## config.mk

```make
export PLATFORM = sky130hd
export DESIGN_NAME = hazard_forward
export DESIGN_NICKNAME = d
export VERILOG_FILES = /design/src/design/pipe_pkg.sv /design/src/design/hazard_forward.sv
export SDC_FILE = /design/constraint.sdc
export NUM_CORES = 1
export LEC_CHECK = 0
export ABC_CLOCK_PERIOD_IN_PS = 2750
export BUFFER_PORTS_ARGS = -buffer_cell sky130_fd_sc_hd__buf_2
export CORE_AREA = 2 2 89 91
export DETAILED_ROUTE_END_ITERATION = 8
export DIE_AREA = 0 0 91 93
export PLACE_DENSITY = 0.79
export SETUP_SLACK_MARGIN = 0.4
export SLEW_MARGIN = 20
export SYNTH_ARGS = -nofsm -noshare
export SYNTH_HDL_FRONTEND = slang
export SYNTH_SLANG_ARGS = --single-unit
export TNS_END_PERCENT = 1
```

## constraint.sdc

```tcl
create_clock -name vclk -period 2.75
set_input_delay 0.275 -clock vclk [all_inputs]
set_output_delay 0.275 -clock vclk [all_outputs]
set_load 0.02 [all_outputs]
```

## src/design/pipe_pkg.sv

```systemverilog
/*
 * pipe_pkg
 * Shared widths, operation codes and data memory size for the
 * four-stage forwarding pipeline.
 */

package pipe_pkg;

    // data path and register index widths
    typedef logic [31:0] word_t;
    typedef logic [4:0]  reg_idx_t;
    typedef logic [11:0] imm_t;

    // operations accepted on the issue port
    typedef enum logic [2:0] {
        OP_NOP  = 3'd0,
        OP_ADD  = 3'd1,
        OP_SUB  = 3'd2,
        OP_AND  = 3'd3,
        OP_XOR  = 3'd4,
        OP_ADDI = 3'd5,
        OP_LW   = 3'd6,
        OP_SW   = 3'd7
    } op_e;

    localparam int GPR_COUNT = 32;

    // data memory, word addressed from byte address bits 7:2
    localparam int MEM_WORDS = 64;
    typedef logic [5:0] mem_addr_t;

endpackage

```

## src/design/hazard_forward.sv

```systemverilog
/*
 * hazard_forward
 * Detects MEM and WB data hazards and selects forwarded operands
 * for the execute stage and for the ID/EX register.
 */

`timescale 1ns/1ns

module hazard_forward (
    input  pipe_pkg::reg_idx_t id_rs1,
    input  pipe_pkg::reg_idx_t id_rs2,
    input  pipe_pkg::reg_idx_t ex_rs1,
    input  pipe_pkg::reg_idx_t ex_rs2,
    input  pipe_pkg::reg_idx_t mem_rd,
    input  logic               mem_write_gpr,
    input  logic               mem_to_reg,
    input  pipe_pkg::word_t    mem_alu_out,
    input  pipe_pkg::word_t    mem_rdata,
    input  pipe_pkg::reg_idx_t wb_rd,
    input  logic               wb_write_gpr,
    input  pipe_pkg::word_t    wb_data,
    output logic               id_fwd_rs1,
    output logic               id_fwd_rs2,
    output pipe_pkg::word_t    wb_fwd_data,
    output logic               ex_fwd_rs1,
    output logic               ex_fwd_rs2,
    output pipe_pkg::word_t    ex_fwd_rs1_data,
    output pipe_pkg::word_t    ex_fwd_rs2_data
);

    // MEM stage result: load data or ALU output, MEM wins over WB
    function automatic pipe_pkg::word_t pick_ex_data(
        input logic            load_hit,
        input logic            alu_hit,
        input logic            wb_hit,
        input pipe_pkg::word_t load_data,
        input pipe_pkg::word_t alu_data,
        input pipe_pkg::word_t wb_value
    );
        pipe_pkg::word_t sel;
        sel = '0;
        if (load_hit) begin
            sel = load_data;
        end else if (alu_hit) begin
            sel = alu_data;
        end else if (wb_hit) begin
            sel = wb_value;
        end
        return sel;
    endfunction

    logic first_rs1, first_rs2;
    logic load_use_rs1, load_use_rs2;
    logic second_rs1, second_rs2;
    logic mem_hit_rs1, mem_hit_rs2;

    // write_gpr already excludes x0, no index-zero test needed
    assign mem_hit_rs1  = (ex_rs1 == mem_rd) & mem_write_gpr;
    assign mem_hit_rs2  = (ex_rs2 == mem_rd) & mem_write_gpr;

    // first stage: ALU result sitting in EX/MEM
    assign first_rs1    = mem_hit_rs1 & ~mem_to_reg;
    assign first_rs2    = mem_hit_rs2 & ~mem_to_reg;
    // load use: memory answers in the same cycle, just forward it
    assign load_use_rs1 = mem_hit_rs1 & mem_to_reg;
    assign load_use_rs2 = mem_hit_rs2 & mem_to_reg;
    // second stage: value in MEM/WB not yet written back
    assign second_rs1   = (ex_rs1 == wb_rd) & wb_write_gpr;
    assign second_rs2   = (ex_rs2 == wb_rd) & wb_write_gpr;

    assign ex_fwd_rs1 = first_rs1 | load_use_rs1 | second_rs1;
    assign ex_fwd_rs2 = first_rs2 | load_use_rs2 | second_rs2;

    assign ex_fwd_rs1_data = pick_ex_data(load_use_rs1, first_rs1, second_rs1,
                                          mem_rdata, mem_alu_out, wb_data);
    assign ex_fwd_rs2_data = pick_ex_data(load_use_rs2, first_rs2, second_rs2,
                                          mem_rdata, mem_alu_out, wb_data);

    // ========================================================================
    // third stage: decode reads while WB writes
    // ========================================================================
    assign id_fwd_rs1  = (id_rs1 == wb_rd) & wb_write_gpr;
    assign id_fwd_rs2  = (id_rs2 == wb_rd) & wb_write_gpr;
    assign wb_fwd_data = wb_data;

endmodule

```

* Word level (Yosys, flattened, before mapping)
Cells that the tools add are included.
Cells by class: $mul 0, equal/unequal tests 6, multiplexer cells 6, divide/modulo/power cells 0, shift operators 0, magnitude comparators 0, reduce and logical (&&, ||, !) cells 0, $add $sub $neg 0, bitwise logic cells 15
Operators by type and width (number):
- two-way mux 32 bit | 6
- == test 5 bit | 6
- bitwise AND 1 bit | 10
- bitwise OR 1 bit | 4
- inverter 1 bit | 1
Storage, ports and cells: logic and storage cells 27, ROM bits 0, latch bits 0, RAM bits 0, memories 0, register bits after elaboration 0

* Longest topological paths before layout
word-level depth 5, depth in mapped cells 6, depth with buffers taken out 4

* Worst setup path after synthesis
Ideal clock, no wire load.
path kind input port to output port, start in ex_rs1[1], end out ex_fwd_rs1_data[10], data required time 2.475 ns, slack 0.937 ns, data arrival time 1.538 ns, stages on the path 6, buffers on the path 2, cell sequence xor2_1 > nor4_1 > and3_1 > buf_6 > buf_12 > mux2i_1
On the way: longest elaborated chain between the ends 5, elaborated cells on any way between the ends 9
RTL lines:
- start: declaration | line hazard_forward.sv:12 | input pipe_pkg::reg_idx_t ex_rs1,
- == test 5 bit, on equally long branches | line hazard_forward.sv:68, hazard_forward.sv:58
- bitwise AND 1 bit, on equally long branches | line hazard_forward.sv:68, hazard_forward.sv:58
- two-way mux 32 bit or bitwise AND 1 bit (tied branches) | line hazard_forward.sv:46, hazard_forward.sv:62
- two-way mux 32 bit | line hazard_forward.sv:44 | end else if (alu_hit) begin
- two-way mux 32 bit (*) | line hazard_forward.sv:42 | if (load_hit) begin
- end: declaration | line hazard_forward.sv:27 | output pipe_pkg::word_t ex_fwd_rs1_data,
Every way passes the cells marked *; elsewhere a longest branch is shown, timed or not.

* Worst setup path in the final report
start in ex_rs1[1], end out ex_fwd_rs1_data[11]
The elaborated chain is that of the path after synthesis.

==> out/summary.md <==
The flow ran to the end, and the final reports show no timing, DRC or antenna violations. The clock tree buffer count of the final layout was 0; the area added between synthesis and finish was 40.4%. The design has 0 sequential cells. The tools report the required arrival time at the worst endpoint as 2.48 ns. The start-to-end type of the worst setup path is in2out. The first global-routing pass estimated 12300 um of wire.

The routed design has 8190 um of wire. The logs give 0 for the reported max-cap violation count and 0.00846 mm2 for the floorplan die area. The tools report the worst setup path startpoint as ex_rs1[1]. Post-CTS repair changed the size of 0 cells. The cell type with the highest occurrence count on the critical path is buf_2.

The slowest stage of the critical path is the buf_4 cell. The final number of max-transition violations was 0; the shortest clock period the worst path allows after layout was 2.13 ns. The area of the core is 0.00753 mm2, and the proportion of layout cells with a drive suffix above 1 is 0.562. Once placement finished, the instance area stood at 0.00313 mm2.

The transition at the pin with the smallest max-transition slack is 0.704 ns. Arrival time at the worst endpoint: 1.85 ns. The count of different cell masters after synthesis was 15; the number of optimization iterations in the first detailed-route pass was 4. The logs give 70 for the iteration-0 DRC count of the detailed router and 549 for the number of instances in the placed design. After clock tree synthesis, the setup repair step added 0 buffers.

Synthesis produced 268 cells. Synthesis produced a netlist with a net count of 397. The cell area that synthesis handed to floorplanning was 0.00223 mm2. Registers take 0 um2.

The min-delay analysis places its worst path in the category in2out. The total via count after detailed routing was 2852. The run gives 0 as the portion of the post-synthesis area used by sequential elements. The logs give 0 ns for the final sum of negative setup slack and 0.136 mV for the worst voltage drop across the vdd grid.

The Yosys step of the flow raised 0 warnings. The hold slack is 0.800 ns, and the post-detailed-route DRC marker count is 0. The final estimated routing congestion in global placement is 0.846, and the initial antenna violation count is 1. The number of buffers added on ports is 229, and the die outline width is 91 um. The floorplan has 32 rows. Static timing analysis puts the maximum clock frequency at 470 MHz. For this design the static power due to leakage is 1.62 nW. The number of global-route vias before repair is 2616.

The routed length per placed instance works out to 14.9 um. In this run the worst path has a maximum fanout of 17. Counting the fill cells in the layout gives 781.

The finished cells cover 0.00313 mm2. The synthesized area divided by synthesized cell count was 8.32 um2; the number of cells in the finished layout apart from fillers was 550. The signal on the critical path passes through buf_2 > xor2_1 > nor4_1 > and3_2 > buf_4 > mux2i_1 > buf_2.

For the number of hold-slack violations in the final timing report, the log shows 0. The count of nets left with antenna violations once routing finished came out at 0. 229 I/O pins were placed. The utilization after layout was 0.416. The period utilization works out to 0.773.

The remaining max-slew budget at the tightest pin is 0.531. Entering global routing, the biggest net connects 43 pins. On the worst path, the slowest cell contributes a delay of 0.30 ns. The power density over cell area works out to 144 mW/mm2. The type of element launching the critical path was an input port. Average vias per placed instance: 5.19. The worst hold path begins at wb_data[3].

Setup repair after global routing left no endpoint under its margin. The final setup violation count is 0. Measured along the y axis, the die boundary spans 93 um.

The number of hold buffers added after CTS was 0. The logs give 0.169 for the overall global routing resource usage and 6770 um for the half-perimeter wire length after placement. After global routing the overflow that remains totals 0.

The logs give 578 for the total number of nets in the final design and 0.296 for the initial cell density of the core. The worst setup path is captured at an output port.
-- cell usage after synthesis --
| master | instances | area share |
|---|---|---|
| mux2i_1 | 96 | 0.43 |
| nand4_1 | 64 | 0.18 |
| nor2_2 | 1 | 0.0028 |
| buf_12 | 6 | 0.054 |
| buf_2 | 13 | 0.029 |
| buf_6 | 2 | 0.010 |
| nor4_1 | 4 | 0.011 |
| xnor2_1 | 4 | 0.016 |
| nor2_1 | 1 | 0.0017 |
| xor2_1 | 26 | 0.10 |
| clkbuf_1 | 9 | 0.015 |
| and3_1 | 4 | 0.011 |
| nor3_4 | 2 | 0.015 |
| buf_4 | 34 | 0.11 |
| a31o_2 | 2 | 0.0079 |
-- per-layer routing --
| layer | part of all wire | wire, um | track usage | vias to the layer above |
|---|---|---|---|---|
| met2 | 0.54 | 4390 | 0.341 | 157 |
| li1 | - | - | - | 1353 |
| met1 | 0.37 | 3050 | 0.198 | 1338 |
| met4 | 0.0077 | 63 | 0.0164 | 0 |
| met5 | 0 | 0 | 0 | - |
| met3 | 0.083 | 683 | 0.0145 | 4 |
-- path summary, 6_finish.rpt --
| path | end | slack, ns | cells past startpoint |
|---|---|---|---|
| min | wb_fwd_data[3] | 0.80 | 2 |
| max | ex_fwd_rs1_data[11] | 0.62 | 7 |
-- metrics by stage --
| stage | setup WS [ns] | power [mW] |
|---|---|---|
| detailed placement | 0.624 | 0.449 |
| finish | 0.623 | 0.450 |
| global route | 0.559 | 0.482 |
| CTS | 0.629 | 0.450 |
| floorplan | 0.937 | 0.282 |
| global placement | 0.690 | 0.437 |
-- cell type report --
| class | instances | area [um2] | area share |
|---|---|---|---|
| multi-input cells | 204 | 1740 | 0.555 |
| repair buffers | 243 | 1260 | 0.403 |
| well taps | 102 | 128 | 0.0407 |
| diodes | 1 | 2.50 | 0.000799 |
-- cells in the final DEF, fill, tap and decap left out --
cell type	n
buf_2	229
mux2i_1	96
nand4_1	64
xor2_1	26
buf_4	13
nor4_1	4
xnor2_1	4
nor3_4	2
nor2_2	2
and3_2	2
a31o_2	2
and3_1	2
diode_2	1
buf_12	1
-- worst max-delay path, delay by kind of cell --
kind / cells / cell delay, ns
buffers and inverters: 3 / 0.62
AND/OR/NAND/NOR: 2 / 0.52
multiplexers: 1 / 0.27
XOR/XNOR: 1 / 0.15
-- power breakdown --
group	switching [mW]	internal [mW]
registers	0	0
clock network	0	0.0000000486
logic	0.270	0.179
total	0.270	0.179
-- kinds of logic after synthesis --
group / after synthesis / synth area share
muxes: 96 / 0.431
and+or+nand+nor: 76 / 0.221
buffers and inverters: 64 / 0.223
xor gates and xnor gates: 30 / 0.118
AOI/OAI and AO/OA: 2 / 0.00785
(Power assumes the default switching activity.)
