File: config.mk
export PLATFORM = sky130hd
export DESIGN_NAME = writeback_stage
export DESIGN_NICKNAME = d
export VERILOG_FILES = /design/src/design/pipe_pkg.sv /design/src/design/writeback_stage.sv
export SDC_FILE = /design/constraint.sdc
export NUM_CORES = 1
export LEC_CHECK = 0
export BUFFER_PORTS_ARGS = -buffer_cell sky130_fd_sc_hd__buf_2
export CELL_PAD_IN_SITES_DETAIL_PLACEMENT = 0
export CELL_PAD_IN_SITES_GLOBAL_PLACEMENT = 1
export CORE_MARGIN = 2
export CORE_UTILIZATION = 24
export CTS_CLUSTER_DIAMETER = 60
export DETAILED_ROUTE_END_ITERATION = 16
export PLACE_DENSITY_LB_ADDON = 0.2
export SYNTH_ARGS = -nofsm -noshare
export SYNTH_HDL_FRONTEND = slang
export SYNTH_SLANG_ARGS = --single-unit
File: constraint.sdc
create_clock -name clk -period 1.17 [get_ports clk]
set_input_delay 0.0585 -clock clk [delete_from_list [all_inputs] [get_ports clk]]
set_output_delay 0.0585 -clock clk [all_outputs]
set_load 0.005 [all_outputs]
File: src/design/pipe_pkg.sv
/*
 * pipe_pkg
 * Shared widths, operation codes and data memory size for the
 * four-stage forwarding pipeline.
 */

package pipe_pkg;

    // data path and register index widths
    typedef logic [31:0] word_t;
    typedef logic [4:0]  reg_idx_t;
    typedef logic [11:0] imm_t;

    // operations accepted on the issue port
    typedef enum logic [2:0] {
        OP_NOP  = 3'd0,
        OP_ADD  = 3'd1,
        OP_SUB  = 3'd2,
        OP_AND  = 3'd3,
        OP_XOR  = 3'd4,
        OP_ADDI = 3'd5,
        OP_LW   = 3'd6,
        OP_SW   = 3'd7
    } op_e;

    localparam int GPR_COUNT = 32;

    // data memory, word addressed from byte address bits 7:2
    localparam int MEM_WORDS = 64;
    typedef logic [5:0] mem_addr_t;

endpackage

File: src/design/writeback_stage.sv
/*
 * writeback_stage
 * Holds MEM/WB, drives the register file write port and the
 * retire strobe.
 */

`timescale 1ns/1ns

module writeback_stage (
    input  logic               clk,
    input  logic               rst_n,
    input  logic               mem_valid,
    input  pipe_pkg::reg_idx_t mem_rd,
    input  logic               mem_write_gpr,
    input  pipe_pkg::word_t    mem_result,
    output pipe_pkg::reg_idx_t wb_rd,
    output logic               wb_write_gpr,
    output pipe_pkg::word_t    wb_data,
    output logic               gpr_we,
    output logic               retire_valid,
    output pipe_pkg::reg_idx_t retire_rd,
    output pipe_pkg::word_t    retire_data
);

    logic wb_valid;

    always_ff @(posedge clk or negedge rst_n) begin
        if (!rst_n) begin
            wb_valid     <= 1'b0;
            wb_write_gpr <= 1'b0;
        end else begin
            wb_valid     <= mem_valid;
            wb_write_gpr <= mem_write_gpr;
        end
    end

    always_ff @(posedge clk) begin
        wb_rd   <= mem_rd;
        wb_data <= mem_result;
    end

    // file write lands on the edge that ends this cycle
    assign gpr_we       = wb_valid & wb_write_gpr;
    assign retire_valid = wb_valid & wb_write_gpr;
    assign retire_rd    = wb_rd;
    assign retire_data  = wb_data;

endmodule

# ---- Word level (Yosys, flattened, before mapping)
# Cells that the tools add are included.
dict set report classes {
  bitwise_logic 1
}
# op count
set op_table {}
lappend op_table {{bitwise AND 1 bit} 1}
dict set report word_totals {
  input_bits 41
  ff_bits 39
  output_inout_bits 77
}

# ---- Depth between registers and ports, before layout
# Gate-level depths: netlist of run 1.
dict set report logic_depth {
  depth_word 1
  ltp_mapped 2
}

# ---- Worst setup path after synthesis of run 1
# No wires, ideal clock.
dict set report synth_path {
  path_type {register -> output}
  start {register wb_write_gpr}
  end {output port retire_valid}
  arrival_ns 0.649
  path_slack_ns 0.463
  stages_incl_launch_ff 3
  path_cell_list {dfrtp_1 and2_1 buf_4}
}
dict set report synth_via {
  elab_chain_len 1
}
# element line_no
set synth_lines {}
lappend synth_lines {{from (decl)} writeback_stage.sv:17} ;# output logic wb_write_gpr,
lappend synth_lines {{from (signal assigned)} writeback_stage.sv:33} ;# wb_write_gpr <= mem_write_gpr;
lappend synth_lines {{bitwise AND 1 bit} n/a}
lappend synth_lines {{to (decl)} writeback_stage.sv:20} ;# output logic retire_valid,
# Every way passes these cells.

# ---- Final worst setup path of run 1
dict set report layout_path {
  start {register wb_write_gpr}
  end {output port retire_valid}
}
dict set report layout_via {
  elab_chain_len 1
}
# element line_no
set layout_lines {}
lappend layout_lines {{bitwise AND 1 bit} writeback_stage.sv:44} ;# assign retire_valid = wb_valid & wb_write_gpr;
# Every way passes these cells.

==> out/metrics.cfg, run 1 <==
[outcome]
outcome = finished clean

[pwr]
p_per_area_mw_per_mm2 = 1460
vdd_ir_drop_max_mv = 0.875
power.leakage_nw = 1.03
p_comb_frac = 0.111
pwr-share-clk = 0.392
seq_power_share = 0.497
p_int_mw = 2.31
p_sw_frac = 0.197
netSwitchingPower_mw = 0.566

[synth]
synth_fp_nets = 119
synth_cells = 78
synth_top_area_share = 0.684
ys_top_cells_by_area = dfxtp_1 (68%), buf_4 (26%), dfrtp_1 (4.6%)
syn_area_mm2 = 0.00108
synth_top_area_cell = dfxtp_1
synth.distinct_cells = 4
ys_ff_latch = 39
syn_avg_cell_area_um2 = 13.9
seq_area_frac_synth = 0.731
ys_warn_count = 0

[global_routing]
grt_pass1_wl_mm = 3.84
grt_pass1_vias = 918
grt_use_total = 0.100
grt_max_degree = 13
antenna_found_initial = 0
gr-total-overflow = 0

[job]
max_cap_violations = 0

[routing]
totalWireLength_mm = 2.54
vias = 928
dr.pass1.iters = 2
met1_length_um = 861
wl_met2_mm = 1.37
wl_met3_um = 276
highest_layer = met4
ant_nets = 0
post_drt_wl_per_cell_um = 9.88
drt_iter0_drc = 20
route.detailed.drc = 0
via_per_inst = 3.61

[cts]
cts.clk_slew.worst_paths_ns = 0.08
cts.sinks = 39
cts_root_buf = clkbuf_8
cts_setup_buffers = 0
cts_buffers = 5
cts_tree = done
htreeDepth = 2
cts_buffer_depth = 2

[critical_path]
critPathSlowestCell = dfrtp_1
cp-end-kind = output port
critPathArrivalTime_ns = 0.92
required_ns = 1.11
critPathMaxStageDelay_ns = 0.37
crit_fanout = 2
path_cells = and2_1 -> buf_2
path_class = reg2out
cp-start-kind = flip-flop

[timing]
rsz0062_at_grt = false
period_share = 0.834
tightestPinTransition_ns = 0.0805
final-hold-violation-count = 0
post-route-min-period_ns = 0.975
setup_viol = 0
max_freq_ghz = 1.03
fin_tns_setup_ns = 0
slew_viol_final = 0
relSlewSlack = 0.946
postLayoutSetupSlackWorst_ns = 0.195

[floorplan]
die_area_mm2 = 0.00506
rows = 24
initial_core_util = 0.249
die_h_um = 71.2
fp.dieW_um = 71.2
core_mm2 = 0.00435
pin_count = 118

[finish]
nets = 245
fill_cells = 415
areaGrowthSynthToFinish_pct = 81.6
final_layout_size_suffix_gt1_frac = 0.610
final_common_cell = buf_2
diodes = 0
final_cell_mix = buf_2 (117), dlygate4sd3_1 (40), dfxtp_1 (37), clkbuf_8 (6), dfrtp_1 (2)

[worst_hold_path]
min_path_type = in2async

[placed_design]
hpwl_mm = 1.76
dp_slack_ns = 0.501
routabilityCongestion = 0.601
place.port_buffers = 117

-- stage by stage --
stage               hold WS (ns)  cell area, µm²   util  total power, mW  std cells
floorplan                 -0.237            1080      -             1.58         78
global placement          -0.158            1450  0.332             1.68        209
detailed placement        -0.155            1450  0.332             1.68        209
CTS                       0.0652            1970  0.451             2.93        257
global route              0.0667            1970  0.451             3.04        257
finish                    0.0749            1970  0.451             2.88        257
-- worst max-delay path: cells and delay by family (launching register included) --
| family | cells | cell delay, ns |
|---|---|---|
| simple gates | 1 | 0.14 |
| flops | 1 | 0.37 |
| buf+inv | 1 | 0.12 |
-- per-layer routing --
layer  up-vias  global-route usage
met5         -                   0
met4         0              0.0377
met3         5              0.0541
met2        71               0.189
met1       404              0.0876
li1        448                   -
-- cell families after synthesis --
kind of cell / synth area share
buf+inv: 0.264
flops: 0.731
simple gates: 0.00578
-- Yosys cell counts, drive strengths merged --
cell type and n:
dfrtp 2, buf 38, dfxtp 37, and2 1
-- power groups by stage --
stage / registers [mW] / clock network, mW / logic (mW)
after floorplan: 1.47 / 0 / 0.105
after global placement: 1.46 / 0 / 0.220
after detailed placement: 1.46 / 0 / 0.219
after CTS: 1.43 / 1.18 / 0.321
after global routing: 1.44 / 1.25 / 0.347
final: 1.43 / 1.13 / 0.319
-- sequential cells by signal, indices dropped and copies added (netlist names) --
name / flops
wb_write_gpr: 1
retire_data: 32
retire_rd: 5
wb_valid: 1
-- area by class of cell --
class	instances	area (µm²)	share of cell area
well taps	52	65.1	0.0331
multi-input cells	1	6.26	0.00318
clock buffers	6	82.6	0.0420
repair buffers	157	986	0.502
flip-flops and latches	39	791	0.402
clock inverters	2	35.0	0.0178
-- worst paths after layout --
check | from | to | slack (ns)
min in group clk | mem_result[2] | retire_data[2] | 0.40
max in group asynchronous | rst_n | wb_write_gpr | 1.00
hold / removal | rst_n | wb_valid | 0.07
setup / recovery | wb_write_gpr | retire_valid | 0.19
-- what timing repair did --
item / CTS / global route
resized for setup: 0 / 0
hold buffers: 40 / 0
endpoints found under the hold margin: 41 / 0
setup endpoints to repair: 0 / 0
No activity file was read; power rests on OpenSTA's default activity.
==> inputs of run 2 (changes only) <==
- ABC_AREA: not set -> 1
- CORE_UTILIZATION: 24 -> 20
- clock period: 1.17 -> 0.83 ns (I/O delays scaled with it)
==> run 2 against run 1 <==
  * Critical path depth grew 1
  * Global-route usage shrank 1.5 points
  * Clock-buffer cell count is the same
  * Area after synthesis grew 0.12%
  * Worst setup slack lost 0.30 ns
  * Clock power grew 45%
  * Final cell count grew 7.4%
  * The flow now finishes with violations (negative setup slack)
  * Sequential share of layout area shrank 0.33 points
  * Largest power group unchanged
==> out/metrics.cfg, run 2 <==
[cts]
cts_tree = done
cts_buffer_depth = 2
cts.clk_slew.worst_paths_ns = 0.08
cts_buffers = 5
cts_root_buf = clkbuf_8
cts.sinks = 39
htreeDepth = 2

[synth]
synth_top_area_share = 0.684
synth-async-reset-ratio = 0.0513
synth_common_cells = buf_4 (38), dfxtp_1 (37), dfrtp_1 (2)
syn_avg_cell_area_um2 = 13.7
synth_cells = 79
seq_area_frac_synth = 0.730
synth_fp_nets = 120
synth_edf_count = 0
ys_warn_count = 0
ys_top_cells_by_area = dfxtp_1 (68%), buf_4 (26%), dfrtp_1 (4.6%)
synth.distinct_cells = 5
synth-main-ff-cell = dfxtp_1
synth_top_area_cell = dfxtp_1
ys_ff_latch = 39
synth.most_common_cell = buf_4
syn_area_mm2 = 0.00108

[timing]
relSlewSlack = 0.939
tightestPinTransition_ns = 0.0917
postLayoutSetupSlackWorst_ns = -0.103
post-route-min-period_ns = 0.933
period_share = 1.12
rsz0062_at_grt = true
final-hold-violation-count = 0
setup_viol = 3
slew_viol_final = 0
max_freq_ghz = 1.07

[floorplan]
rows = 26
pin_count = 118
die_area_mm2 = 0.00602
core_mm2 = 0.00517
initial_core_util = 0.209
fp.dieW_um = 77.6
die_h_um = 77.6

[critical_path]
path_class = reg2out
cp-end-kind = output port
required_ns = 0.79
critPathArrivalTime_ns = 0.89
critPathMaxStageDelay_ns = 0.38
path_cells = nand2_1 -> inv_1 -> buf_2
crit_fanout = 2
critPathSlowestCell = dfrtp_1
cp-start-kind = flip-flop

[pwr]
vdd_ir_drop_max_mv = 0.749
p_per_area_mw_per_mm2 = 2050
power.total_mw = 4.11
power.leakage_nw = 1.04

[routing]
drt_iter0_drc = 11
vias = 921
via_per_inst = 3.34
ant_nets = 0
dr.pass1.iters = 2
route.detailed.drc = 0
totalWireLength_mm = 2.65
post_drt_wl_per_cell_um = 9.59

[worst_hold_path]
min_path_type = in2async

[job]
max_cap_violations = 0

[global_routing]
grt_pass1_vias = 922
grt_max_degree = 14
gr-total-overflow = 0
grt_use_total = 0.0857
antenna_found_initial = 0
grt_pass1_wl_mm = 3.91

[finish]
nets = 246
fill_cells = 515
diodes = 0
final_layout_size_suffix_gt1_frac = 0.636
final_common_cell = buf_2
largest_reg_flops = 32
final_area_mm2 = 0.00200
areaGrowthSynthToFinish_pct = 84.6
final_cell_mix = buf_2 (117), dlygate4sd3_1 (40), dfxtp_1 (31), clkbuf_8 (6), dfxtp_2 (6)

[placed_design]
place.port_buffers = 117
dpl_cell_area_mm2 = 0.00147
routabilityCongestion = 0.606

[outcome]
violations = negative setup slack
outcome = finished with violations

## run 2: stage by stage
stage               setup TNS (ns)  cells   util  hold WS [ns]  setup slack [ns]
finish                      -0.215    276  0.387        0.0575            -0.103
global route                -0.329    276  0.387        0.0645            -0.146
CTS                         -0.220    276  0.385        0.0448            -0.102
detailed placement               0    228  0.284        -0.174             0.231
global placement                 0    228  0.284        -0.173             0.237
floorplan                        0     79      -        -0.254             0.193
## run 2: cell families (layout without fill, tap and decap cells)
family                 after synthesis  after routing  share of synthesized area
flip-flops                          39             39                      0.730
buffers and inverters               39            166                      0.267
AND/OR/NAND/NOR                      1              1                    0.00346
## run 2: layer usage
layer | vias up | routed length (µm) | global-route usage
li1 | 450 | - | -
met4 | 0 | 60 | 0.0536
met1 | 406 | 814 | 0.0659
met5 | - | 0 | 0
met2 | 58 | 1570 | 0.172
met3 | 7 | 206 | 0.0337
## run 2: worst paths after layout
path	start	end	slack, ns
max	wb_write_gpr	retire_valid	-0.10
min	rst_n	wb_write_gpr	0.06
max in group asynchronous	rst_n	wb_valid	0.67
min in group clk	mem_result[23]	retire_data[23]	0.38
## run 2: cell type report
cell class | instances | area (µm²) | share of cell area
Timing Repair Buffer | 157 | 986 | 0.493
Sequential cell | 39 | 798 | 0.399
Tap cell | 70 | 87.6 | 0.0438
Clock buffer | 6 | 82.6 | 0.0413
Clock inverter | 2 | 38.8 | 0.0194
Multi-Input combinational cell | 1 | 3.75 | 0.00188
Inverter | 1 | 3.75 | 0.00188
## run 2: power by group
group,internal [mW],switching [mW],leakage [nW]
clock,0.988,0.650,0.0618
sequential,1.98,0.0426,0.336
combinational,0.311,0.138,0.639
## run 2: critical path: cells and delay by family (launching register included)
family                 cells  cell delay (ns)
and+or+nand+nor            1             0.06
buffers and inverters      2             0.15
DFF                        1             0.38
## run 2: repair_timing
item,4_1_cts,5_1_grt
endpoints found under the hold margin,41,0
hold buffers,40,0
setup buffers,0,0
gates resized for setup,0,6
setup endpoints to repair,3,13
